## config.mk

```make
export PLATFORM = sky130hd
export DESIGN_NAME = mboxCore
export DESIGN_NICKNAME = d
export VERILOG_FILES = /design/src/common/mboxPkg.sv /design/src/rtl/memReqArbiter.sv /design/src/rtl/reqQueue.sv /design/src/memCycle/memCycleCtl.sv /design/src/memCycle/errorCapture.sv /design/src/rtl/mboxCore.sv
export SDC_FILE = /design/constraint.sdc
export NUM_CORES = 1
export LEC_CHECK = 0
export BUFFER_PORTS_ARGS = -buffer_cell sky130_fd_sc_hd__buf_2
export CAP_MARGIN = 20
export CORE_MARGIN = 2
export CORE_UTILIZATION = 60
export CTS_CLUSTER_SIZE = 10
export DETAILED_ROUTE_END_ITERATION = 8
export PLACE_DENSITY = 0.84
export SLEW_MARGIN = 20
export SYNTH_ARGS = -nofsm -noshare
export SYNTH_HDL_FRONTEND = slang
export SYNTH_SLANG_ARGS = --single-unit
```

## constraint.sdc

```tcl
create_clock -name clk -period 14.95 [get_ports clk]
set_input_delay 2.99 -clock clk [delete_from_list [all_inputs] [get_ports clk]]
set_output_delay 2.99 -clock clk [all_outputs]
set_load 0.05 [all_outputs]
```

## src/common/mboxPkg.sv

```systemverilog
// Memory box widths, requester and error enums, diagnostic word union, odd parity function
`default_nettype none

package mboxPkg;

  parameter int WordW = 36;
  parameter int HalfW = 18;
  parameter int AddrW = 22;

  typedef enum logic {
    srcEbox = 1'b0,
    srcChan = 1'b1
  } srcE;

  typedef enum logic [1:0] {
    errNone = 2'd0,
    errNxm  = 2'd1,
    errPar  = 2'd2
  } errCodeE;

  // One diagnostic word, read either as the ERA or as error status
  typedef union packed {
    struct packed {
      logic [WordW-AddrW-3:0] filler;
      srcE                    src;
      logic                   write;
      logic [AddrW-1:0]       era;
    } addrView;
    struct packed {
      logic [WordW-6:0] filler;
      logic             coreBusy;
      logic             parFlag;
      logic             nxmFlag;
      errCodeE          code;
    } statusView;
  } diagWordU;

  // Bit that makes the half plus parity hold an odd number of ones
  function automatic logic oddParity(input logic [HalfW-1:0] half);
    return ~^half;
  endfunction

endpackage

`default_nettype wire

```

## src/rtl/memReqArbiter.sv

```systemverilog
// Channel-priority request arbiter with write parity generation and queue credit counter
`timescale 1ns/10ps
`default_nettype none

module memReqArbiter #(
  parameter int QueueDepth = 4
) (
  input  logic                      clk,
  input  logic                      arstN,
  input  logic                      eboxReq,
  input  logic [mboxPkg::AddrW-1:0] eboxAddr,
  input  logic                      eboxWrite,
  input  logic [mboxPkg::WordW-1:0] eboxWrData,
  input  logic                      chanReq,
  input  logic [mboxPkg::AddrW-1:0] chanAddr,
  input  logic                      chanWrite,
  input  logic [mboxPkg::WordW-1:0] chanWrData,
  input  logic                      creditRet,
  output logic                      eboxRdy,
  output logic                      chanRdy,
  output logic                      push,
  output logic [mboxPkg::AddrW-1:0] pushAddr,
  output logic                      pushWrite,
  output logic [mboxPkg::WordW-1:0] pushData,
  output logic [1:0]                pushPar,
  output mboxPkg::srcE              pushSrc
);

  localparam int CntW = $clog2(QueueDepth + 1);

  logic [CntW-1:0]           credits;
  logic                      haveCredit;
  logic                      chanAcc;
  logic                      eboxAcc;
  logic                      accept;
  logic [mboxPkg::WordW-1:0] winData;

  assign haveCredit = (credits != '0);
  assign chanRdy    = haveCredit;
  // EBOX holds off whenever the channel is asking
  assign eboxRdy    = haveCredit & ~chanReq;

  assign chanAcc = chanReq & chanRdy;
  assign eboxAcc = eboxReq & eboxRdy;
  assign accept  = chanAcc | eboxAcc;
  assign winData = chanAcc ? chanWrData : eboxWrData;

  // Credit is taken on the accepting edge, returned one edge after creditRet
  always_ff @(posedge clk or negedge arstN) begin
    if (!arstN) begin
      credits <= CntW'(QueueDepth);
      push    <= 1'b0;
    end else begin
      push <= accept;
      case ({accept, creditRet})
        2'b10:   credits <= credits - 1'b1;
        2'b01:   credits <= credits + 1'b1;
        default: credits <= credits;
      endcase
    end
  end

  always_ff @(posedge clk) begin
    if (accept) begin
      pushAddr   <= chanAcc ? chanAddr : eboxAddr;
      pushWrite  <= chanAcc ? chanWrite : eboxWrite;
      pushData   <= winData;
      pushPar[1] <= mboxPkg::oddParity(winData[mboxPkg::WordW-1:mboxPkg::HalfW]);
      pushPar[0] <= mboxPkg::oddParity(winData[mboxPkg::HalfW-1:0]);
      pushSrc    <= chanAcc ? mboxPkg::srcChan : mboxPkg::srcEbox;
    end
  end

  // Returned credits from the queue never outnumber the ones handed out
  creditBound: assert property (@(posedge clk) disable iff (!arstN)
    credits <= CntW'(QueueDepth));

endmodule

`default_nettype wire

```

## src/rtl/reqQueue.sv

```systemverilog
// Show-ahead request FIFO returning one credit per pop
`timescale 1ns/10ps
`default_nettype none

module reqQueue #(
  parameter int QueueDepth = 4
) (
  input  logic                      clk,
  input  logic                      arstN,
  input  logic                      push,
  input  logic [mboxPkg::AddrW-1:0] pushAddr,
  input  logic                      pushWrite,
  input  logic [mboxPkg::WordW-1:0] pushData,
  input  logic [1:0]                pushPar,
  input  mboxPkg::srcE              pushSrc,
  input  logic                      pop,
  output logic                      headValid,
  output logic [mboxPkg::AddrW-1:0] headAddr,
  output logic                      headWrite,
  output logic [mboxPkg::WordW-1:0] headData,
  output logic [1:0]                headPar,
  output mboxPkg::srcE              headSrc,
  output logic                      creditRet,
  output logic                      empty
);

  localparam int PtrW = (QueueDepth > 1) ? $clog2(QueueDepth) : 1;
  localparam int CntW = $clog2(QueueDepth + 1);

  logic [mboxPkg::AddrW-1:0] addrMem  [QueueDepth];
  logic                      writeMem [QueueDepth];
  logic [mboxPkg::WordW-1:0] dataMem  [QueueDepth];
  logic [1:0]                parMem   [QueueDepth];
  mboxPkg::srcE              srcMem   [QueueDepth];

  logic [PtrW-1:0] wrPtr;
  logic [PtrW-1:0] rdPtr;
  logic [CntW-1:0] count;
  logic            full;
  logic            doPop;

  function automatic logic [PtrW-1:0] nextPtr(input logic [PtrW-1:0] ptr);
    if (ptr == PtrW'(QueueDepth - 1)) begin
      return '0;
    end
    return ptr + 1'b1;
  endfunction

  assign empty     = (count == '0);
  assign full      = (count == CntW'(QueueDepth));
  assign headValid = ~empty;
  assign doPop     = pop & ~empty;
  assign creditRet = doPop;

  assign headAddr  = addrMem[rdPtr];
  assign headWrite = writeMem[rdPtr];
  assign headData  = dataMem[rdPtr];
  assign headPar   = parMem[rdPtr];
  assign headSrc   = srcMem[rdPtr];

  always_ff @(posedge clk or negedge arstN) begin
    if (!arstN) begin
      wrPtr <= '0;
      rdPtr <= '0;
      count <= '0;
    end else begin
      if (push) begin
        wrPtr <= nextPtr(wrPtr);
      end
      if (doPop) begin
        rdPtr <= nextPtr(rdPtr);
      end
      case ({push, doPop})
        2'b10:   count <= count + 1'b1;
        2'b01:   count <= count - 1'b1;
        default: count <= count;
      endcase
    end
  end

  always_ff @(posedge clk) begin
    if (push) begin
      addrMem[wrPtr]  <= pushAddr;
      writeMem[wrPtr] <= pushWrite;
      dataMem[wrPtr]  <= pushData;
      parMem[wrPtr]   <= pushPar;
      srcMem[wrPtr]   <= pushSrc;
    end
  end

  // Arbiter credits must keep the queue from overflowing
  noOverflow: assert property (@(posedge clk) disable iff (!arstN) push |-> !full);
  noUnderflow: assert property (@(posedge clk) disable iff (!arstN) pop |-> !empty);

endmodule

`default_nettype wire

```

## src/memCycle/memCycleCtl.sv

```systemverilog
// Memory port sequencer with NXM timeout, read parity check and read return
`timescale 1ns/10ps
`default_nettype none

module memCycleCtl #(
  parameter int NxmLimit = 16
) (
  input  logic                      clk,
  input  logic                      arstN,
  input  logic                      headValid,
  input  logic [mboxPkg::AddrW-1:0] headAddr,
  input  logic                      headWrite,
  input  logic [mboxPkg::WordW-1:0] headData,
  input  logic [1:0]                headPar,
  input  mboxPkg::srcE              headSrc,
  input  logic                      empty,
  input  logic                      memAck,
  input  logic [mboxPkg::WordW-1:0] memRdData,
  input  logic [1:0]                memRdPar,
  output logic                      pop,
  output logic                      memReq,
  output logic [mboxPkg::AddrW-1:0] memAddr,
  output logic                      memWrite,
  output logic [mboxPkg::WordW+1:0] memWrData,
  output logic                      rdValid,
  output logic [mboxPkg::WordW-1:0] rdData,
  output mboxPkg::srcE              rdSrc,
  output logic                      coreBusy,
  output logic                      errEvent,
  output mboxPkg::errCodeE          errCode,
  output logic [mboxPkg::AddrW-1:0] errAddr,
  output logic                      errWrite,
  output mboxPkg::srcE              errSrc
);

  localparam int CntW = $clog2(NxmLimit + 1);

  logic [CntW-1:0] nxmCnt;
  logic            timeout;
  logic            ackTaken;
  logic            rdParBad;
  mboxPkg::srcE    cycSrc;

  // memReq doubles as the busy state of the sequencer
  assign pop      = headValid & ~memReq;
  assign ackTaken = memReq & memAck;
  assign timeout  = memReq & ~memAck & (nxmCnt == CntW'(NxmLimit - 1));
  assign coreBusy = ~empty | memReq;

  assign rdParBad =
    (memRdPar[1] != mboxPkg::oddParity(memRdData[mboxPkg::WordW-1:mboxPkg::HalfW])) |
    (memRdPar[0] != mboxPkg::oddParity(memRdData[mboxPkg::HalfW-1:0]));

  // Cycle fields stay put until the next pop
  assign rdSrc    = cycSrc;
  assign errSrc   = cycSrc;
  assign errAddr  = memAddr;
  assign errWrite = memWrite;

  always_ff @(posedge clk or negedge arstN) begin
    if (!arstN) begin
      memReq   <= 1'b0;
      nxmCnt   <= '0;
      rdValid  <= 1'b0;
      errEvent <= 1'b0;
    end else begin
      rdValid  <= (ackTaken | timeout) & ~memWrite;
      errEvent <= timeout | (ackTaken & ~memWrite & rdParBad);
      if (pop) begin
        memReq <= 1'b1;
        nxmCnt <= '0;
      end else if (ackTaken | timeout) begin
        memReq <= 1'b0;
      end else if (memReq) begin
        nxmCnt <= nxmCnt + 1'b1;
      end
    end
  end

  always_ff @(posedge clk) begin
    if (pop) begin
      memAddr   <= headAddr;
      memWrite  <= headWrite;
      memWrData <= {headPar, headData};
      cycSrc    <= headSrc;
    end
    // NXM reads come back as zeros
    if (ackTaken) begin
      rdData <= memRdData;
    end else if (timeout) begin
      rdData <= '0;
    end
    if (timeout) begin
      errCode <= mboxPkg::errNxm;
    end else if (ackTaken) begin
      errCode <= mboxPkg::errPar;
    end
  end

  // Request held with a steady address until the memory answers or NXM fires
  reqHeld: assert property (@(posedge clk) disable iff (!arstN)
    memReq && !memAck && !timeout |=> memReq && $stable(memAddr));

endmodule

`default_nettype wire

```

## src/memCycle/errorCapture.sv

```systemverilog
// First-error address register, sticky NXM and parity flags, diagnostic read word
`timescale 1ns/10ps
`default_nettype none

module errorCapture (
  input  logic                      clk,
  input  logic                      arstN,
  input  logic                      errEvent,
  input  mboxPkg::errCodeE          errCode,
  input  logic [mboxPkg::AddrW-1:0] errAddr,
  input  logic                      errWrite,
  input  mboxPkg::srcE              errSrc,
  input  logic                      errClr,
  input  logic                      coreBusy,
  input  logic                      diagSel,
  output logic                      nxmErr,
  output logic                      parErr,
  output logic [mboxPkg::WordW-1:0] diagData
);

  logic                      held;
  logic                      capture;
  logic [mboxPkg::AddrW-1:0] eraAddr;
  logic                      eraWrite;
  mboxPkg::srcE              eraSrc;
  mboxPkg::errCodeE          eraCode;
  mboxPkg::diagWordU         diagWord;

  assign held = nxmErr | parErr;
  // A clear in the same cycle frees the register for the incoming error
  assign capture = errEvent & (~held | errClr);

  always_ff @(posedge clk or negedge arstN) begin
    if (!arstN) begin
      nxmErr <= 1'b0;
      parErr <= 1'b0;
    end else if (capture) begin
      nxmErr <= (errCode == mboxPkg::errNxm);
      parErr <= (errCode == mboxPkg::errPar);
    end else if (errClr) begin
      nxmErr <= 1'b0;
      parErr <= 1'b0;
    end
  end

  always_ff @(posedge clk) begin
    if (capture) begin
      eraAddr  <= errAddr;
      eraWrite <= errWrite;
      eraSrc   <= errSrc;
      eraCode  <= errCode;
    end
  end

  always_comb begin
    diagWord = '0;
    if (diagSel) begin
      diagWord.statusView.code     = held ? eraCode : mboxPkg::errNone;
      diagWord.statusView.nxmFlag  = nxmErr;
      diagWord.statusView.parFlag  = parErr;
      diagWord.statusView.coreBusy = coreBusy;
    end else begin
      diagWord.addrView.era   = eraAddr;
      diagWord.addrView.write = eraWrite;
      diagWord.addrView.src   = eraSrc;
    end
    diagData = diagWord;
  end

endmodule

`default_nettype wire

```

## src/rtl/mboxCore.sv

```systemverilog
// Memory box top level with arbiter, request queue, memory cycle control and error capture
`timescale 1ns/10ps
`default_nettype none

module mboxCore #(
  parameter int QueueDepth = 4,
  parameter int NxmLimit   = 16
) (
  input  logic                      clk,
  input  logic                      arstN,
  input  logic                      eboxReq,
  output logic                      eboxRdy,
  input  logic [mboxPkg::AddrW-1:0] eboxAddr,
  input  logic                      eboxWrite,
  input  logic [mboxPkg::WordW-1:0] eboxWrData,
  input  logic                      chanReq,
  output logic                      chanRdy,
  input  logic [mboxPkg::AddrW-1:0] chanAddr,
  input  logic                      chanWrite,
  input  logic [mboxPkg::WordW-1:0] chanWrData,
  output logic                      memReq,
  output logic [mboxPkg::AddrW-1:0] memAddr,
  output logic                      memWrite,
  output logic [mboxPkg::WordW+1:0] memWrData,
  input  logic                      memAck,
  input  logic [mboxPkg::WordW-1:0] memRdData,
  input  logic [1:0]                memRdPar,
  output logic                      rdValid,
  output logic [mboxPkg::WordW-1:0] rdData,
  output mboxPkg::srcE              rdSrc,
  output logic                      coreBusy,
  output logic                      nxmErr,
  output logic                      parErr,
  input  logic                      errClr,
  input  logic                      diagSel,
  output logic [mboxPkg::WordW-1:0] diagData
);

  logic                      push;
  logic [mboxPkg::AddrW-1:0] pushAddr;
  logic                      pushWrite;
  logic [mboxPkg::WordW-1:0] pushData;
  logic [1:0]                pushPar;
  mboxPkg::srcE              pushSrc;
  logic                      creditRet;
  logic                      pop;
  logic                      headValid;
  logic [mboxPkg::AddrW-1:0] headAddr;
  logic                      headWrite;
  logic [mboxPkg::WordW-1:0] headData;
  logic [1:0]                headPar;
  mboxPkg::srcE              headSrc;
  logic                      empty;
  logic                      errEvent;
  mboxPkg::errCodeE          errCode;
  logic [mboxPkg::AddrW-1:0] errAddr;
  logic                      errWrite;
  mboxPkg::srcE              errSrc;

  memReqArbiter #(.QueueDepth(QueueDepth)) i_arbiter (
    .clk, .arstN, .eboxReq, .eboxAddr, .eboxWrite, .eboxWrData,
    .chanReq, .chanAddr, .chanWrite, .chanWrData, .creditRet,
    .eboxRdy, .chanRdy, .push, .pushAddr, .pushWrite, .pushData, .pushPar, .pushSrc
  );

  reqQueue #(.QueueDepth(QueueDepth)) i_queue (
    .clk, .arstN, .push, .pushAddr, .pushWrite, .pushData, .pushPar, .pushSrc, .pop,
    .headValid, .headAddr, .headWrite, .headData, .headPar, .headSrc, .creditRet, .empty
  );

  memCycleCtl #(.NxmLimit(NxmLimit)) i_memCycle (
    .clk, .arstN, .headValid, .headAddr, .headWrite, .headData, .headPar, .headSrc,
    .empty, .memAck, .memRdData, .memRdPar,
    .pop, .memReq, .memAddr, .memWrite, .memWrData, .rdValid, .rdData, .rdSrc,
    .coreBusy, .errEvent, .errCode, .errAddr, .errWrite, .errSrc
  );

  errorCapture i_errCapture (
    .clk, .arstN, .errEvent, .errCode, .errAddr, .errWrite, .errSrc,
    .errClr, .coreBusy, .diagSel, .nxmErr, .parErr, .diagData
  );

endmodule

`default_nettype wire

```

==> impl_metrics.yaml, run 1 <==
outcome:
  outcome: "finished clean"
worst_setup_path:
  critPathKind: "in2out"
  crit_buf_inv: 2
  worstPathMaxFanout: 26
  crit_required_ps: 11960
  cp.arrival_ps: 3980
  slowest_stage: "buf_2"
  start_kind: "input port"
  crit_family: "buffers and inverters"
  critical_path.max_stage_delay_ps: 390
  path_common_cell: "buf_2"
  endpoint_kind: "output pin"
  cp_cell_sequence: "buf_2 > mux2_2 > buf_2"
cts:
  tritoncts: "done"
  h-tree-depth: 2
  post_cts_buffers: 0
  postCtsHoldBufs: 0
  clockBufferDepth: 3
  cts.sinks: 457
  path_clk_slew_ps: 50
  clock_latency_ps: 560
  root_buffer: "clkbuf_16"
  numCtsBuffers: 51
  ctsResizeCount: 0
global_routing:
  grt_pass1_vias: 9399
  overflow: 0
  grt_pass1_wl_um: 52200
  grt_max_degree: 65
  gr-usage-all-layers_pct: 22.5
  grt_antenna_before_repair: 1
route:
  vias: 8984
  firstDrtPassIters: 5
  vias_per_cell: 5.56
  route.detailed.drc: 0
  wl_per_cell_um: 21.6
  ant_nets: 0
  drt_wl_total_um: 34900
  first_iter_violations: 676
timing:
  rsz0062_at_grt: "false"
  slew-limit-headroom_pct: 30.7
  worst_pin_slew_ps: 1040
  finalSetupViolCount: 0
  fmax_mhz: 143
  skew_ps: 16.6
  hold_slack_ps: 447
  slew_viol_final: 0
  fin_crit_sh_pct: 46.6
  fin_setup_tns_ps: 0
  min_period_ps: 6970
  hold_violations: 0
layout:
  finalInstanceArea_um2: 21100
  layout.cells.non_filler: 1616
  n_fill_cell: 1782
  nNetsFinal: 1369
  area_delta_synth_final_pct: 18.7
  diodes: 0
  utilization_pct: 71.9
  drive_gt1_share_pct: 38.0
logic_synthesis:
  ys_types: 38
  ys_seq_area_share_pct: 76.3
  synth.avg_cell_area_um2: 20.3
  ys_seq_elements: 457
  synthCells: 878
  async_flop_share_pct: 4.60
  synth-edff-count: 434
  syn_area_um2: 17800
  yosys_warnings: 0
  ys.flop_type: "edfxtp_1"
worst_hold_path:
  worst_hold_path_type: "reg2reg"
pwr:
  p_per_area_nw_per_um2: 124
  vdd_ir_drop_max_mv: 0.109
  power.leakage_uw: 0.00748
floorplanning:
  initial_core_util_pct: 60.6
  dieArea_um2: 31100
  core_area_um2: 29400
  ios: 304
  die_h_um: 176
  rows: 63
  die_x_um: 176
place:
  place_area_um2: 19600
  dpl.cell_count: 1531
  port_buffers: 291
  place_hpwl_um: 20200
  gp_congestion: 0.767
flow_run:
  maxCapViolCount: 0
-- worst register-to-register path: cells and delay by family (launching register included) --
kind            cells  cell delay (ps)
buf+inv             2             1020
simple gates        2              770
flops               1              360
compound gates      2              260
-- synthesized netlist by cell type, drive strengths merged (3+ instances only) --
library cell | count | area share, %
and2 | 6 | 0.21
and3 | 37 | 1.3
buf | 27 | 0.91
clkbuf | 16 | 0.34
dfrtp | 20 | 2.8
edfxtp | 434 | 73
ha | 9 | 0.63
inv | 18 | 0.38
mux2 | 65 | 4.1
mux2i | 3 | 0.17
mux4 | 62 | 7.8
nand2 | 12 | 0.25
nor2 | 10 | 0.21
nor2b | 21 | 0.74
o21ai | 10 | 0.28
o22ai | 3 | 0.11
xnor2 | 86 | 4.2
xor2 | 21 | 1.0
-- worst paths after layout --
check	startpoint	to	slack [ps]	depth (start not counted)
hold / removal	i_memCycle.errAddr[17]	i_errCapture.eraAddr[17]	450	0
max in group asynchronous	arstN	i_queue.rdPtr[1]	12110	1
hold reg to reg	i_memCycle.errAddr[17]	i_errCapture.eraAddr[17]	450	0
setup reg to reg	i_memCycle.memReq	i_memCycle.nxmCnt[2]	12410	6
min in group asynchronous	arstN	i_arbiter.credits[0]	2420	1
setup / recovery	diagSel	diagData[3]	7980	3
-- metrics by stage --
stage,worst slack (ps),power (uW)
after floorplan,7600,1500
after global placement,8010,1540
after detailed placement,7980,1550
after CTS,7970,2650
after global routing,7930,2700
final,7980,2630
-- cells by family after synthesis --
group / synth area share, %
flip-flops: 76.3
buffers and inverters: 1.63
other: 0.0211
AND/OR/NAND/NOR: 2.92
XOR/XNOR: 5.51
AO/OA/AOI/OAI: 0.604
adder cells (fa/ha/maj): 0.857
multiplexers: 12.1
-- cell type report --
type | instances | area [um2] | area share (%)
Timing Repair Buffer | 296 | 1510 | 7.16
Inverter | 18 | 67.6 | 0.319
Clock buffer | 82 | 1420 | 6.73
Tap cell | 390 | 488 | 2.31
Sequential cell | 457 | 13600 | 64.3
Clock inverter | 2 | 50.0 | 0.237
Multi-Input combinational cell | 371 | 4000 | 18.9
-- where the power goes --
part,internal [uW],switching [uW]
sequential,1390,0.00000000000000851
combinational,66.9,70.8
clock,648,460
-- routing by layer --
metal	routed length, um	GRT usage, %	up-vias
met1	13500	28.4	4498
met3	2580	4.20	59
li1	-	-	4018
met2	18100	40.0	407
met4	713	6.78	2
met5	13	0	-
-- cell usage in the layout, fill, tap and decap left out, drive strengths merged, types with 19 or more instances in the layout --
cell and count:
edfxtp 434, mux2 65, mux4 62, clkbuf 82
xor2 21, inv 19, and3 37, buf 296
nor2b 21, dfrtp 20, xnor2 86
-- flip-flops by register name, indices dropped and copies added (netlist names), 5 cells and up --
register / cells
i_queue.dataMem: 144
i_queue.addrMem: 88
i_memCycle.memWrData: 38
i_arbiter.pushData: 36
i_memCycle.rdData: 36
i_arbiter.pushAddr: 22
i_errCapture.eraAddr: 22
i_memCycle.errAddr: 22
i_queue.parMem: 8
i_memCycle.nxmCnt: 5
No activity file was read; power rests on OpenSTA's default activity.
==> run 2, diff against run 1 <==
--- a/config.mk
+++ b/config.mk
@@ -8,10 +8,10 @@
 export BUFFER_PORTS_ARGS = -buffer_cell sky130_fd_sc_hd__buf_2
 export CAP_MARGIN = 20
 export CORE_MARGIN = 2
-export CORE_UTILIZATION = 60
+export CORE_UTILIZATION = 51
 export CTS_CLUSTER_SIZE = 10
 export DETAILED_ROUTE_END_ITERATION = 8
-export PLACE_DENSITY = 0.84
+export PLACE_DENSITY = 0.76
 export SLEW_MARGIN = 20
 export SYNTH_ARGS = -nofsm -noshare
 export SYNTH_HDL_FRONTEND = slang
==> constraint.sdc (replaced) <==
create_clock -name clk -period 6.06 [get_ports clk]
set_input_delay 1.212 -clock clk [delete_from_list [all_inputs] [get_ports clk]]
set_output_delay 1.212 -clock clk [all_outputs]
set_load 0.05 [all_outputs]
==> run 2 against run 1 <==
  * Critical path depth did not move
  * Core utilization fell by 10 points
  * Register-to-register slack got worse by 8900 ps
  * Design area rose by 0.31%
  * Combinational power rose by 140%
  * Final cell count rose by 3.4%
  * Via count fell by 1.8%
  * Sequential power rose by 150%
  * Die area rose by 17%
==> impl_metrics.yaml, run 2 (synthesis results as in run 1) <==
place:
  gp_congestion: 0.811
  place_hpwl_um: 20600
  dpl.cell_count: 1597
  port_buffers: 291
floorplanning:
  die_x_um: 191
  core_area_um2: 34500
  rows: 68
  ios: 304
  die_h_um: 191
  initial_core_util_pct: 51.7
  dieArea_um2: 36400
route:
  route.detailed.drc: 0
  wl_per_cell_um: 20.1
  firstDrtPassIters: 5
  vias_per_cell: 5.28
  ant_nets: 0
  first_iter_violations: 530
  drt_wl_total_um: 33700
  vias: 8825
worst_setup_path:
  start_kind: "input port"
  worstPathMaxFanout: 26
  path_common_cell: "buf_2"
  endpoint_kind: "output pin"
  critical_path.max_stage_delay_ps: 420
  cp.arrival_ps: 2240
  cp_cell_sequence: "buf_2 > mux2_2 > buf_2"
  slowest_stage: "buf_2"
  r2r_slack_ps: 3520
  critPathKind: "in2out"
  crit_required_ps: 4850
cts:
  tritoncts: "done"
  root_buffer: "clkbuf_16"
  cts.sinks: 457
  clockBufferDepth: 3
  numCtsBuffers: 52
  path_clk_slew_ps: 50
  postCtsHoldBufs: 0
  h-tree-depth: 2
  clock_latency_ps: 580
  post_cts_buffers: 0
  ctsResizeCount: 0
timing:
  finalSetupViolCount: 0
  rsz0062_at_grt: "false"
  hold_violations: 0
  slew_viol_final: 0
  skew_ps: 35.7
  min_period_ps: 3450
  worst_pin_slew_ps: 1050
  fin_crit_sh_pct: 57.0
  fmax_mhz: 290
  slew-limit-headroom_pct: 30.3
  fin_setup_tns_ps: 0
layout:
  area_delta_synth_final_pct: 19.1
  nNetsFinal: 1370
  mostFrequentLayoutCell: "edfxtp_1"
  largest_reg_flops: 144
  diodes: 0
  top_regs: "i_queue.dataMem: 144 flops, i_queue.addrMem: 88 flops, i_memCycle.memWrData: 38 flops"
  layout.cells.non_filler: 1671
  drive_gt1_share_pct: 38.7
  final_cell_mix: "434 x edfxtp_1, 291 x buf_2, 86 x xnor2_1"
  max_flop_register: "i_queue.dataMem"
global_routing:
  gr-usage-all-layers_pct: 18.4
  grt_max_degree: 65
  overflow: 0
  grt_pass1_wl_um: 50400
  grt_pass1_vias: 8952
  grt_antenna_before_repair: 0
pwr:
  power.leakage_uw: 0.00747
  vdd_ir_drop_max_mv: 0.216
  p_per_area_nw_per_um2: 306
  total_power_uw: 6490
worst_hold_path:
  worst_hold_path_type: "reg2reg"
flow_run:
  maxCapViolCount: 0
outcome:
  outcome: "finished clean"
## run 2: area by class of cell
class | instances | area [um2]
Clock buffer | 69 | 1380
Fill cell | 2430 | 13200
Tap cell | 455 | 569
Sequential cell | 457 | 13600
Timing Repair Buffer | 296 | 1490
Inverter | 18 | 68.8
Clock inverter | 5 | 101
Multi-Input combinational cell | 371 | 4000
## run 2: worst paths after layout
check,cells after the start,end,from
max reg2reg,6,i_memCycle.nxmCnt[2],i_memCycle.memReq
min reg2reg,0,i_errCapture.eraCode[1],i_memCycle.errCode[1]
min,0,i_errCapture.eraCode[1],i_memCycle.errCode[1]
max,3,diagData[3],diagSel
min in group asynchronous,1,i_arbiter.credits[0],arstN
max in group asynchronous,1,i_queue.rdPtr[0],arstN
## run 2: routing by layer
metal	part of all wire, %	track usage, %
met5	0	0
met4	2.4	5.55
met3	7.1	3.78
met2	50	31.5
met1	41	23.9
## run 2: through the flow
| step | util, % | area (um2) | hold slack, ps | worst slack, ps |
|---|---|---|---|---|
| 2_1_floorplan | - | 17900 | 408 | 1080 |
| 3_3_place_gp | 57.3 | 19700 | 420 | 2630 |
| 3_5_place_dp | 57.3 | 19700 | 419 | 2600 |
| 4_1_cts | 61.6 | 21200 | 431 | 2590 |
| 5_1_grt | 61.6 | 21200 | 444 | 2560 |
| 6_report | 61.6 | 21200 | 433 | 2610 |
## run 2: report_power, final
group              switching [uW]  internal, uW  total [uW]
Sequential     0.0000000000000208          3420        3420
Clock                        1130          1610        2740
Combinational                 164           165         328
Total                        1290          5200        6490
## run 2: critical path: cells and delay by family
family	cells	cell delay [ps]
buffers and inverters	2	630
multiplexers	1	390
